===== src/rtl/shell_cfg_pkg.sv =====
// Hold lengths are sized for simulation; SYS_DIV must be even and LDR_CREDITS a power of two
package shell_cfg_pkg;

	////////////////////////////////////////////////////////////////////////////
	// Clock-enable periods, in clk_sys cycles
	////////////////////////////////////////////////////////////////////////////

	// System enable, CPU phases derive from it
	localparam int SYS_DIV      = 4;
	// Sound enable, mode 0
	localparam int SND_DIV_FAST = 5;
	// Sound enable in mode 1, also FM timer 0
	localparam int SND_DIV_SLOW = 10;
	// FM timer 1
	localparam int OPM_DIV      = 20;

	////////////////////////////////////////////////////////////////////////////
	// Media and reset hold lengths
	////////////////////////////////////////////////////////////////////////////

	localparam int MOUNT_HOLD     = 1024;
	// Eject window at mount start or after an eject request
	localparam int EJECT_HOLD     = 256;
	localparam int HDD_RESET_HOLD = 512;
	// Disk LED afterglow
	localparam int LED_HOLD       = 64;

	////////////////////////////////////////////////////////////////////////////
	// Loader and drive counts
	////////////////////////////////////////////////////////////////////////////

	// Credits granted by the core, equal to the FIFO depth
	localparam int LDR_CREDITS = 4;
	// Floppy 0, floppy 1, hard disk, SRAM image
	localparam int NUM_DRIVES  = 4;
	localparam int NUM_FDD     = 2;

endpackage


===== src/rtl/shell_types_pkg.sv =====
// Drive masks take their widths from shell_cfg_pkg, so that package must be compiled first
package shell_types_pkg;

	////////////////////////////////////////////////////////////////////////////
	// Vector types
	////////////////////////////////////////////////////////////////////////////

	// Byte address into the core memory map
	typedef logic [19:0] ldr_addr_t;
	typedef logic [7:0]  ldr_data_t;

	// Wide enough for MOUNT_HOLD, the longest hold
	typedef logic [10:0] hold_cnt_t;

	// One bit per drive, floppies in the low bits
	typedef logic [shell_cfg_pkg::NUM_DRIVES-1:0] drive_mask_t;
	typedef logic [shell_cfg_pkg::NUM_FDD-1:0]    fdd_mask_t;

	////////////////////////////////////////////////////////////////////////////
	// Bundles
	////////////////////////////////////////////////////////////////////////////

	// One loader write toward the core
	typedef struct packed {
		logic      valid;
		ldr_addr_t addr;
		ldr_data_t data;
	} ldr_word_t;

	// Menu and button requests from the host
	typedef struct packed {
		logic      user_reset;
		logic      turbo;
		logic      snd_mode;
		fdd_mask_t fdd_eject;
	} ctrl_req_t;

	// Disk LED state machine
	typedef enum logic {
		LED_OFF,
		LED_ON
	} led_state_t;

endpackage


===== src/rtl/ce_generator.sv =====
// All enables are registered one-cycle pulses; turbo takes effect only at a system-enable boundary
`timescale 1ns/1ps

module ce_generator (
	input  logic       clk_sys,
	input  logic       reset_delayed,
	input  logic       turbo_i,
	input  logic       snd_mode_i,
	output logic       sys_ce_o,
	output logic       mpu_cep_o,
	output logic       mpu_cen_o,
	output logic       snd_ce_o,
	output logic [1:0] opm_ce_o
);

	logic [$clog2(shell_cfg_pkg::SYS_DIV)-1:0]      div_sys;
	logic [$clog2(shell_cfg_pkg::SND_DIV_FAST)-1:0] div_snd;
	logic [$clog2(shell_cfg_pkg::SND_DIV_SLOW)-1:0] div_snd2;
	logic [$clog2(shell_cfg_pkg::OPM_DIV)-1:0]      div_opm;
	logic turbo_q;

	// Last count of each divider
	logic sys_wrap, fast_wrap, slow_wrap, opm_wrap;
	// Normal-mode falling phase, half a system period before cep
	logic cen_slot;

	assign sys_wrap  = int'(div_sys) == shell_cfg_pkg::SYS_DIV - 1;
	assign cen_slot  = int'(div_sys) == shell_cfg_pkg::SYS_DIV / 2 - 1;
	assign fast_wrap = int'(div_snd) == shell_cfg_pkg::SND_DIV_FAST - 1;
	assign slow_wrap = int'(div_snd2) == shell_cfg_pkg::SND_DIV_SLOW - 1;
	assign opm_wrap  = int'(div_opm) == shell_cfg_pkg::OPM_DIV - 1;

	always_ff @(posedge clk_sys) begin
		if (reset_delayed) begin
			div_sys   <= '0;
			div_snd   <= '0;
			div_snd2  <= '0;
			div_opm   <= '0;
			turbo_q   <= 1'b0;
			sys_ce_o  <= 1'b0;
			mpu_cep_o <= 1'b0;
			mpu_cen_o <= 1'b0;
			snd_ce_o  <= 1'b0;
			opm_ce_o  <= '0;
		end else begin
			div_sys  <= sys_wrap  ? '0 : div_sys + 1'b1;
			div_snd  <= fast_wrap ? '0 : div_snd + 1'b1;
			div_snd2 <= slow_wrap ? '0 : div_snd2 + 1'b1;
			div_opm  <= opm_wrap  ? '0 : div_opm + 1'b1;

			sys_ce_o <= sys_wrap;
			// Change speed only between CPU cycles
			if (sys_wrap)
				turbo_q <= turbo_i;

			// Turbo runs one phase per clock
			mpu_cep_o <= turbo_q ?  div_sys[0] : sys_wrap;
			mpu_cen_o <= turbo_q ? ~div_sys[0] : cen_slot;

			snd_ce_o <= snd_mode_i ? slow_wrap : fast_wrap;
			opm_ce_o <= {opm_wrap, slow_wrap};
		end
	end

endmodule


===== src/rtl/media_reset_seq.sv =====
// Drive 2 is the hard disk; mount pulses are one cycle, eject requests reload while held high
`timescale 1ns/1ps

module media_reset_seq (
	input  logic                         clk_sys,
	input  logic                         reset_delayed,
	input  shell_types_pkg::drive_mask_t img_mounted_i,
	input  logic                         user_reset_i,
	input  shell_types_pkg::fdd_mask_t   fdd_eject_req_i,
	input  logic                         dl_active_i,
	output shell_types_pkg::drive_mask_t mounted_o,
	output shell_types_pkg::fdd_mask_t   fdd_eject_o,
	output logic                         core_reset_o
);

	shell_types_pkg::hold_cnt_t mount_cnt [shell_cfg_pkg::NUM_DRIVES];
	shell_types_pkg::hold_cnt_t eject_cnt [shell_cfg_pkg::NUM_FDD];
	shell_types_pkg::hold_cnt_t hdd_cnt;

	logic hdd_mnt_q;
	logic dl_active_q;
	logic dl_seen_q;
	logic hdd_rise;
	logic dl_rise;
	shell_types_pkg::fdd_mask_t fdd_mounted;

	assign hdd_rise = img_mounted_i[2] & ~hdd_mnt_q;
	assign dl_rise  = dl_active_i & ~dl_active_q;

	////////////////////////////////////////////////////////////////////////////
	// Hold counters
	////////////////////////////////////////////////////////////////////////////

	always_ff @(posedge clk_sys) begin
		if (reset_delayed) begin
			for (int n = 0; n < shell_cfg_pkg::NUM_DRIVES; n++)
				mount_cnt[n] <= '0;
			for (int n = 0; n < shell_cfg_pkg::NUM_FDD; n++)
				eject_cnt[n] <= '0;
			hdd_cnt      <= '0;
			hdd_mnt_q    <= 1'b0;
			dl_active_q  <= 1'b0;
			dl_seen_q    <= 1'b0;
			core_reset_o <= 1'b1;
		end else begin
			for (int n = 0; n < shell_cfg_pkg::NUM_DRIVES; n++) begin
				if (img_mounted_i[n])
					mount_cnt[n] <= shell_types_pkg::hold_cnt_t'(shell_cfg_pkg::MOUNT_HOLD);
				else if (mount_cnt[n] != '0)
					mount_cnt[n] <= mount_cnt[n] - 1'b1;
			end
			for (int n = 0; n < shell_cfg_pkg::NUM_FDD; n++) begin
				if (fdd_eject_req_i[n])
					eject_cnt[n] <= shell_types_pkg::hold_cnt_t'(shell_cfg_pkg::EJECT_HOLD);
				else if (eject_cnt[n] != '0)
					eject_cnt[n] <= eject_cnt[n] - 1'b1;
			end

			// New hard disk image needs a fresh boot
			if (hdd_rise)
				hdd_cnt <= shell_types_pkg::hold_cnt_t'(shell_cfg_pkg::HDD_RESET_HOLD);
			else if (hdd_cnt != '0)
				hdd_cnt <= hdd_cnt - 1'b1;

			hdd_mnt_q   <= img_mounted_i[2];
			dl_active_q <= dl_active_i;
			// Core stays in reset until the first ROM download starts
			if (dl_rise)
				dl_seen_q <= 1'b1;

			core_reset_o <= ~dl_seen_q | user_reset_i | (hdd_cnt != '0);
		end
	end

	////////////////////////////////////////////////////////////////////////////
	// Drive status toward the core
	////////////////////////////////////////////////////////////////////////////

	// Floppies see an eject first, then the inserted disk
	always_comb begin
		for (int n = 0; n < shell_cfg_pkg::NUM_DRIVES; n++)
			mounted_o[n] = mount_cnt[n] != '0;
		for (int n = 0; n < shell_cfg_pkg::NUM_FDD; n++) begin
			fdd_eject_o[n] = (mount_cnt[n] > shell_types_pkg::hold_cnt_t'(
				shell_cfg_pkg::MOUNT_HOLD - shell_cfg_pkg::EJECT_HOLD)) || (eject_cnt[n] != '0);
			mounted_o[n] = (mount_cnt[n] != '0) && (eject_cnt[n] == '0) &&
				(mount_cnt[n] <= shell_types_pkg::hold_cnt_t'(
				shell_cfg_pkg::MOUNT_HOLD - shell_cfg_pkg::EJECT_HOLD));
		end
	end

	assign fdd_mounted = mounted_o[shell_cfg_pkg::NUM_FDD-1:0];

	// A floppy shows the inserted disk only after an eject window
	a_fdd_eject_before_mount: assert property (@(posedge clk_sys) disable iff (reset_delayed)
		(fdd_mounted & ~$past(fdd_mounted) & ~$past(fdd_eject_o)) == '0);

endmodule


===== src/rtl/loader_bridge.sv =====
// Host writes are never stalled; the host may not run more than LDR_CREDITS writes ahead of the core
`timescale 1ns/1ps

module loader_bridge (
	input  logic                       clk_sys,
	input  logic                       reset_delayed,
	input  logic                       dl_active_i,
	input  logic                       dl_wr_i,
	input  shell_types_pkg::ldr_addr_t dl_addr_i,
	input  shell_types_pkg::ldr_data_t dl_data_i,
	input  logic                       ldr_credit_i,
	output shell_types_pkg::ldr_word_t ldr_word_o,
	output logic                       ldr_enable_o
);

	typedef logic [$clog2(shell_cfg_pkg::LDR_CREDITS)-1:0] fifo_ptr_t;
	typedef logic [$clog2(shell_cfg_pkg::LDR_CREDITS):0]   fifo_cnt_t;

	shell_types_pkg::ldr_addr_t fifo_addr [shell_cfg_pkg::LDR_CREDITS];
	shell_types_pkg::ldr_data_t fifo_data [shell_cfg_pkg::LDR_CREDITS];
	fifo_ptr_t wr_ptr, rd_ptr;
	fifo_cnt_t fifo_count;
	fifo_cnt_t credit_cnt;

	shell_types_pkg::ldr_addr_t out_addr_q;
	shell_types_pkg::ldr_data_t out_data_q;
	logic out_valid_q;
	logic dl_active_q, end_seen_q, done_q;
	logic push, pop, fifo_full, dl_fall;

	assign push      = dl_wr_i & dl_active_i;
	// One word per credit held
	assign pop       = (credit_cnt != '0) && (fifo_count != '0);
	assign fifo_full = int'(fifo_count) == shell_cfg_pkg::LDR_CREDITS;
	assign dl_fall   = dl_active_q & ~dl_active_i;

	always_ff @(posedge clk_sys) begin
		if (push) begin
			fifo_addr[wr_ptr] <= dl_addr_i;
			fifo_data[wr_ptr] <= dl_data_i;
		end
		if (pop) begin
			out_addr_q <= fifo_addr[rd_ptr];
			out_data_q <= fifo_data[rd_ptr];
		end
	end

	always_ff @(posedge clk_sys) begin
		if (reset_delayed) begin
			wr_ptr      <= '0;
			rd_ptr      <= '0;
			fifo_count  <= '0;
			credit_cnt  <= fifo_cnt_t'(shell_cfg_pkg::LDR_CREDITS);
			out_valid_q <= 1'b0;
			dl_active_q <= 1'b0;
			end_seen_q  <= 1'b0;
			done_q      <= 1'b0;
		end else begin
			if (push)
				wr_ptr <= wr_ptr + 1'b1;
			if (pop)
				rd_ptr <= rd_ptr + 1'b1;
			case ({push, pop})
				2'b10:   fifo_count <= fifo_count + 1'b1;
				2'b01:   fifo_count <= fifo_count - 1'b1;
				default: ;
			endcase
			case ({pop, ldr_credit_i})
				2'b10:   credit_cnt <= credit_cnt - 1'b1;
				2'b01:   credit_cnt <= credit_cnt + 1'b1;
				default: ;
			endcase
			out_valid_q <= pop;

			// Done once the download has ended and the FIFO has drained
			dl_active_q <= dl_active_i;
			if (dl_fall)
				end_seen_q <= 1'b1;
			if ((end_seen_q || dl_fall) && fifo_count == '0)
				done_q <= 1'b1;
		end
	end

	assign ldr_word_o   = '{valid: out_valid_q, addr: out_addr_q, data: out_data_q};
	assign ldr_enable_o = dl_active_i & ~done_q;

	// Host ran ahead of the credit window
	a_fifo_no_overflow: assert property (@(posedge clk_sys) disable iff (reset_delayed)
		!(push && fifo_full && !pop));

	// Core returned more credits than it was given
	a_credit_bound: assert property (@(posedge clk_sys) disable iff (reset_delayed)
		int'(credit_cnt) <= shell_cfg_pkg::LDR_CREDITS);

endmodule


===== src/rtl/activity_led.sv =====
// Each access restarts the LED_HOLD afterglow; the LED lights one cycle after the access
`timescale 1ns/1ps

module activity_led (
	input  logic clk_sys,
	input  logic reset_delayed,
	input  logic access_i,
	output logic led_o
);

	shell_types_pkg::led_state_t state_q;
	shell_types_pkg::hold_cnt_t  hold_q;

	always_ff @(posedge clk_sys) begin
		if (reset_delayed) begin
			state_q <= shell_types_pkg::LED_OFF;
			hold_q  <= '0;
		end else if (access_i) begin
			state_q <= shell_types_pkg::LED_ON;
			hold_q  <= shell_types_pkg::hold_cnt_t'(shell_cfg_pkg::LED_HOLD - 1);
		end else begin
			case (state_q)
				shell_types_pkg::LED_ON: begin
					if (hold_q == '0)
						state_q <= shell_types_pkg::LED_OFF;
					else
						hold_q <= hold_q - 1'b1;
				end
				default: ;
			endcase
		end
	end

	assign led_o = state_q == shell_types_pkg::LED_ON;

endmodule


===== src/rtl/guest_shell_top.sv =====
// Control shell only; the core, host SPI blocks, video and audio paths live outside this top
`timescale 1ns/1ps

module guest_shell_top (
	input  logic                         clk_sys,
	input  logic                         reset_delayed,
	input  shell_types_pkg::ctrl_req_t   ctrl_req_i,
	input  shell_types_pkg::drive_mask_t img_mounted_i,
	input  logic                         dl_active_i,
	input  logic                         dl_wr_i,
	input  shell_types_pkg::ldr_addr_t   dl_addr_i,
	input  shell_types_pkg::ldr_data_t   dl_data_i,
	input  shell_types_pkg::drive_mask_t sd_ack_i,
	input  logic                         ldr_credit_i,
	output logic                         sys_ce_o,
	output logic                         mpu_cep_o,
	output logic                         mpu_cen_o,
	output logic                         snd_ce_o,
	output logic [1:0]                   opm_ce_o,
	output shell_types_pkg::drive_mask_t mounted_o,
	output shell_types_pkg::fdd_mask_t   fdd_eject_o,
	output logic                         core_reset_o,
	output shell_types_pkg::ldr_word_t   ldr_word_o,
	output logic                         ldr_enable_o,
	output logic                         fdd_led_o,
	output logic                         hdd_led_o
);

	ce_generator i_ce_generator (
		.clk_sys, .reset_delayed,
		.turbo_i(ctrl_req_i.turbo), .snd_mode_i(ctrl_req_i.snd_mode),
		.sys_ce_o, .mpu_cep_o, .mpu_cen_o, .snd_ce_o, .opm_ce_o
	);

	media_reset_seq i_media_reset_seq (
		.clk_sys, .reset_delayed, .img_mounted_i,
		.user_reset_i(ctrl_req_i.user_reset), .fdd_eject_req_i(ctrl_req_i.fdd_eject),
		.dl_active_i, .mounted_o, .fdd_eject_o, .core_reset_o
	);

	loader_bridge i_loader_bridge (
		.clk_sys, .reset_delayed, .dl_active_i, .dl_wr_i, .dl_addr_i, .dl_data_i,
		.ldr_credit_i, .ldr_word_o, .ldr_enable_o
	);

	// Both floppies share one LED
	activity_led i_fdd_led (
		.clk_sys, .reset_delayed, .access_i(|sd_ack_i[1:0]), .led_o(fdd_led_o)
	);

	activity_led i_hdd_led (
		.clk_sys, .reset_delayed, .access_i(sd_ack_i[2]), .led_o(hdd_led_o)
	);

endmodule


===== config.mk =====
export PLATFORM = sky130hd
export DESIGN_NAME = guest_shell_top
export DESIGN_NICKNAME = d
export VERILOG_FILES = /design/src/rtl/shell_cfg_pkg.sv /design/src/rtl/shell_types_pkg.sv /design/src/rtl/ce_generator.sv /design/src/rtl/media_reset_seq.sv /design/src/rtl/loader_bridge.sv /design/src/rtl/activity_led.sv /design/src/rtl/guest_shell_top.sv
export SDC_FILE = /design/constraint.sdc
export NUM_CORES = 1
export LEC_CHECK = 0
export ABC_AREA = 1
export BUFFER_PORTS_ARGS = -buffer_cell sky130_fd_sc_hd__buf_2
export CORE_MARGIN = 2
export CORE_UTILIZATION = 50
export CTS_CLUSTER_DIAMETER = 40
export DETAILED_ROUTE_END_ITERATION = 6
export PLACE_DENSITY = 0.64
export RECOVER_POWER = 50
export SLEW_MARGIN = 10
export SYNTH_ARGS = -nofsm -noshare
export SYNTH_HDL_FRONTEND = slang
export SYNTH_SLANG_ARGS = --single-unit

===== constraint.sdc =====
create_clock -name clk_sys -period 2.7 [get_ports clk_sys]
set_input_delay 0.135 -clock clk_sys [delete_from_list [all_inputs] [get_ports clk_sys]]
set_output_delay 0.135 -clock clk_sys [all_outputs]
set_load 0.1 [all_outputs]

==> flow_results.xml <==
<?xml version="1.0" encoding="UTF-8"?>
<metrics>
  <group name="synthesis">
    <metric name="synth-edff-count" unit="">206</metric>
    <metric name="synth.net_count" unit="">1282</metric>
    <metric name="synth.yosys.seq_area_share" unit="%">63.0</metric>
    <metric name="netlist-cell-type-count" unit="">39</metric>
    <metric name="async_flop_share" unit="%">0</metric>
    <metric name="synth_seq_cells" unit="">279</metric>
    <metric name="synth_area_per_cell" unit="um2">10.1</metric>
    <metric name="yosys.area.top_type_share" unit="%">50.9</metric>
    <metric name="synth-main-ff-cell" unit="">sky130_fd_sc_hd__edfxtp_1</metric>
    <metric name="post_synth_main_area_contributors" unit="">sky130_fd_sc_hd__edfxtp_1 51%, sky130_fd_sc_hd__dfxtp_1 12%, sky130_fd_sc_hd__nor2_1 6.9%, sky130_fd_sc_hd__nand2_1 4.9%, sky130_fd_sc_hd__inv_1 3.2%</metric>
    <metric name="synth_area" unit="um2">12100</metric>
    <metric name="synth.largest_area_cell" unit="">sky130_fd_sc_hd__edfxtp_1</metric>
    <metric name="yosysWarnings" unit="">0</metric>
    <metric name="synthesis.instances" unit="">1205</metric>
  </group>
  <group name="sta">
    <metric name="setup_ws" unit="ps">236</metric>
    <metric name="timing_max_transition_violations_final" unit="">0</metric>
    <metric name="worst-slew-pin-transition" unit="ps">1290</metric>
    <metric name="setup_viol" unit="">0</metric>
    <metric name="timing.final.crit_share" unit="%">91.3</metric>
    <metric name="maxSlewHeadroom" unit="%">13.9</metric>
    <metric name="period_needed" unit="ps">2460</metric>
    <metric name="setup_tns" unit="ps">0</metric>
    <metric name="maxClockFrequency" unit="GHz">0.406</metric>
    <metric name="hold_violations" unit="">0</metric>
    <metric name="clock-skew-final" unit="ps">24.4</metric>
    <metric name="grt_setup_unrepaired" unit="">no</metric>
  </group>
  <group name="power">
    <metric name="power.density" unit="nW/um2">1160</metric>
    <metric name="total_leakage_power" unit="nW">5.74</metric>
    <metric name="vdd_drop_max" unit="uV">802</metric>
    <metric name="total_power" unit="mW">16.9</metric>
  </group>
  <group name="place">
    <metric name="gpl.final_weighted_congestion" unit="">0.782</metric>
    <metric name="detailedPlacementHpwl" unit="mm">14.0</metric>
    <metric name="pre_cts_ws" unit="ps">546</metric>
    <metric name="buffer_ports.inserted" unit="">89</metric>
    <metric name="postPlaceCellArea" unit="um2">13000</metric>
  </group>
  <group name="routing">
    <metric name="first_pass_iters" unit="">4</metric>
    <metric name="wl_met3" unit="mm">1.12</metric>
    <metric name="detailed_route_wire_length" unit="mm">23.5</metric>
    <metric name="met2_wire_length" unit="mm">11.2</metric>
    <metric name="vias_per_cell" unit="">5.00</metric>
    <metric name="post_drt_wl_per_cell" unit="um">13.7</metric>
    <metric name="route.detailed.drc" unit="">0</metric>
    <metric name="dr.max_layer_used" unit="">met4</metric>
    <metric name="vias" unit="">8573</metric>
    <metric name="initialDrtViolationCount" unit="">514</metric>
    <metric name="met1Wirelength" unit="mm">10.7</metric>
    <metric name="postRouteAntennaNets" unit="">0</metric>
  </group>
  <group name="critical_path">
    <metric name="setup.reg_to_reg.worst_slack" unit="ps">310</metric>
    <metric name="critical_path.startpoint_type" unit="">flop</metric>
    <metric name="required" unit="ps">2570</metric>
    <metric name="crit_path_class" unit="">reg2out</metric>
    <metric name="cp_data_arrival_time" unit="ps">2330</metric>
    <metric name="series_of_cell_instances_along_the_critical_path" unit="">inv_1 -&gt; ha_1 -&gt; nand3_1 -&gt; nor2_2 -&gt; nand3_1 -&gt; nor2_2 -&gt; nand2_1 -&gt; nor2_4 -&gt; buf_4</metric>
    <metric name="cp_max_fo" unit="">5</metric>
    <metric name="critPathCaptureType" unit="">output port</metric>
    <metric name="critPathMaxStageDelay" unit="ps">410</metric>
    <metric name="crit_path_top_delay_cell" unit="">sky130_fd_sc_hd__edfxtp_1</metric>
  </group>
  <group name="clocking">
    <metric name="cts-root-to-sink-buffers" unit="">3</metric>
    <metric name="cts-buffers-inserted" unit="">40</metric>
    <metric name="worst_skew_pair.late_latency" unit="ps">520</metric>
    <metric name="numClockSinks" unit="">279</metric>
    <metric name="tritoncts" unit="">done</metric>
    <metric name="cts_h_tree_depth" unit="">2</metric>
    <metric name="path_clk_slew" unit="ps">50</metric>
    <metric name="clock_tree.root_cell" unit="">sky130_fd_sc_hd__clkbuf_16</metric>
    <metric name="post_cts_buffers" unit="">0</metric>
  </group>
  <group name="die">
    <metric name="num_rows" unit="">57</metric>
    <metric name="die_y" unit="um">160</metric>
    <metric name="fp.dieW" unit="um">160</metric>
    <metric name="initial_core_util" unit="%">50.4</metric>
    <metric name="dieArea" unit="um2">25600</metric>
    <metric name="top_level_ports" unit="">91</metric>
    <metric name="core" unit="um2">24100</metric>
  </group>
  <group name="grt">
    <metric name="track_usage" unit="%">18.5</metric>
    <metric name="first_global_vias" unit="">8329</metric>
    <metric name="grt_pass1_wl" unit="mm">39.1</metric>
    <metric name="grt_start_max_net_pins" unit="">58</metric>
    <metric name="number_of_antenna_violations_at_the_first_check_in_global_routing" unit="">1</metric>
    <metric name="globalRouteOverflowTotal" unit="">0</metric>
  </group>
  <group name="cells_and_area">
    <metric name="design.final.nets" unit="">1433</metric>
    <metric name="commonest_cells_after_routing_fill_and_taps_aside" unit="">216 x sky130_fd_sc_hd__nor2_1, 206 x sky130_fd_sc_hd__edfxtp_1, 159 x sky130_fd_sc_hd__nand2_1</metric>
    <metric name="drive_gt1_share" unit="%">10.0</metric>
    <metric name="layout.filler_cells" unit="">2103</metric>
    <metric name="postLayoutCellArea" unit="um2">14600</metric>
    <metric name="area_delta_synth_final" unit="%">19.9</metric>
    <metric name="final_common_cell" unit="">sky130_fd_sc_hd__nor2_1</metric>
  </group>
  <group name="min_path">
    <metric name="min_path_type" unit="">in2reg</metric>
  </group>
  <group name="outcome">
    <metric name="run_status" unit="">completed</metric>
  </group>
  <group name="flow_run">
    <metric name="max_cap_violations" unit="">0</metric>
  </group>
</metrics>
cells in the mapped netlist (2+ instances only):
cell,number
sky130_fd_sc_hd__buf_6,2
sky130_fd_sc_hd__nand4_1,17
sky130_fd_sc_hd__o21a_1,2
sky130_fd_sc_hd__or2_0,6
sky130_fd_sc_hd__ha_1,29
sky130_fd_sc_hd__o21ai_1,13
sky130_fd_sc_hd__inv_2,17
sky130_fd_sc_hd__nor3_1,15
sky130_fd_sc_hd__inv_1,102
sky130_fd_sc_hd__o22ai_1,28
sky130_fd_sc_hd__buf_2,10
sky130_fd_sc_hd__nand3_2,4
sky130_fd_sc_hd__nor2_1,223
sky130_fd_sc_hd__or2_1,7
sky130_fd_sc_hd__clkinv_1,4
sky130_fd_sc_hd__dfxtp_1,73
sky130_fd_sc_hd__o211ai_1,2
sky130_fd_sc_hd__edfxtp_1,206
sky130_fd_sc_hd__nand2_1,159
sky130_fd_sc_hd__xor2_1,15
sky130_fd_sc_hd__buf_4,2
sky130_fd_sc_hd__nand3b_1,2
sky130_fd_sc_hd__a21oi_1,71
sky130_fd_sc_hd__nor2_2,8
sky130_fd_sc_hd__and3_1,3
sky130_fd_sc_hd__o31ai_1,2
sky130_fd_sc_hd__clkbuf_1,18
sky130_fd_sc_hd__o21ai_0,76
sky130_fd_sc_hd__or2_2,3
sky130_fd_sc_hd__xnor2_1,12
sky130_fd_sc_hd__nand3_1,61
sky130_fd_sc_hd__nand2_2,2
sky130_fd_sc_hd__nor3b_1,3
sky130_fd_sc_hd__o21ai_2,2
sky130_fd_sc_hd__fa_1,2
registers in the layout, indices dropped and copies added, names as in the netlist, 2 cells and up:
name	count
i_ce_generator.div_opm	5
i_ce_generator.div_snd	3
i_ce_generator.div_snd2	4
i_ce_generator.div_sys	2
i_ce_generator.opm_ce_o	2
i_fdd_led.hold_q	11
i_hdd_led.hold_q	11
i_loader_bridge.credit_cnt	3
i_loader_bridge.fifo_addr	80
i_loader_bridge.fifo_count	3
i_loader_bridge.fifo_data	32
i_loader_bridge.out_addr_q	20
i_loader_bridge.out_data_q	8
i_loader_bridge.rd_ptr	2
i_loader_bridge.wr_ptr	2
i_media_reset_seq.eject_cnt	22
i_media_reset_seq.hdd_cnt	11
i_media_reset_seq.mount_cnt	44
power by group:
group          leakage [nW]  internal (mW)  switching (mW)  total (mW)
Combinational          2.46           1.43            4.55        5.98
Clock                 0.628           3.04            1.89        4.93
Sequential             2.65           5.57           0.415        5.99
Total                  5.74           10.0            6.85        16.9
cells by family (layout without fill, tap and decap cells):
| family | Yosys count | after routing | synth area share [%] |
|---|---|---|---|
| simple gates | 515 | 515 | 18.0 |
| xor+xnor | 27 | 27 | 1.95 |
| fa+ha+maj | 31 | 31 | 3.32 |
| other cells | 0 | 1 | 0 |
| flops | 279 | 279 | 63.0 |
| compound gates | 198 | 198 | 8.66 |
| buf+inv | 155 | 338 | 5.08 |
routing by layer:
metal  global-route usage, %  vias to the layer above
met5                       0                        -
met4                    5.53                        0
met3                    4.00                       43
met2                    31.0                      153
met1                    24.2                     3958
li1                        -                     4419
area by class of cell:
class                      count  area, um2  area share (%)
sequential                   279       7650            52.5
multi-input combinational    771       3910            26.9
clock buffer                  47       1060            7.27
timing repair buffer         141        841            5.77
inverter                     123        462            3.17
tap                          324        405            2.78
clock inverter                27        233            1.60
antenna                        1       2.50          0.0172
through the flow:
step	hold WS, ps	std cells	utilization (%)
3_3_place_gp	326	1600	53.8
2_1_floorplan	225	1205	-
6_report	33.5	1713	60.4
4_1_cts	13.9	1712	60.8
3_5_place_dp	336	1600	53.8
5_1_grt	57.8	1713	60.4
critical path: cells and delay by family, from the launching register on:
kind	cells	cell delay, ps
and+or+nand+nor	6	860
DFF	1	410
buffers and inverters	2	360
adders and majority gates	1	200
worst paths after layout:
check / from / depth (start not counted) / endpoint
setup / recovery: i_media_reset_seq.eject_cnt[0][0] / 9 / mounted_o[0]
hold / removal: img_mounted_i[1] / 5 / i_media_reset_seq.mount_cnt[1][10]
setup reg to reg: i_media_reset_seq.mount_cnt[3][5] / 7 / i_media_reset_seq.mount_cnt[3][0]
hold reg to reg: i_media_reset_seq.dl_seen_q / 1 / i_media_reset_seq.core_reset_o
repair_timing:
| action | CTS | global route |
|---|---|---|
| hold buffers | 38 | 0 |
| resized for setup | 0 | 6 |
| setup endpoints to repair | 0 | 2 |
| hold endpoints to repair | 128 | 0 |
Note: power is estimated with default switching activity, not from simulation.
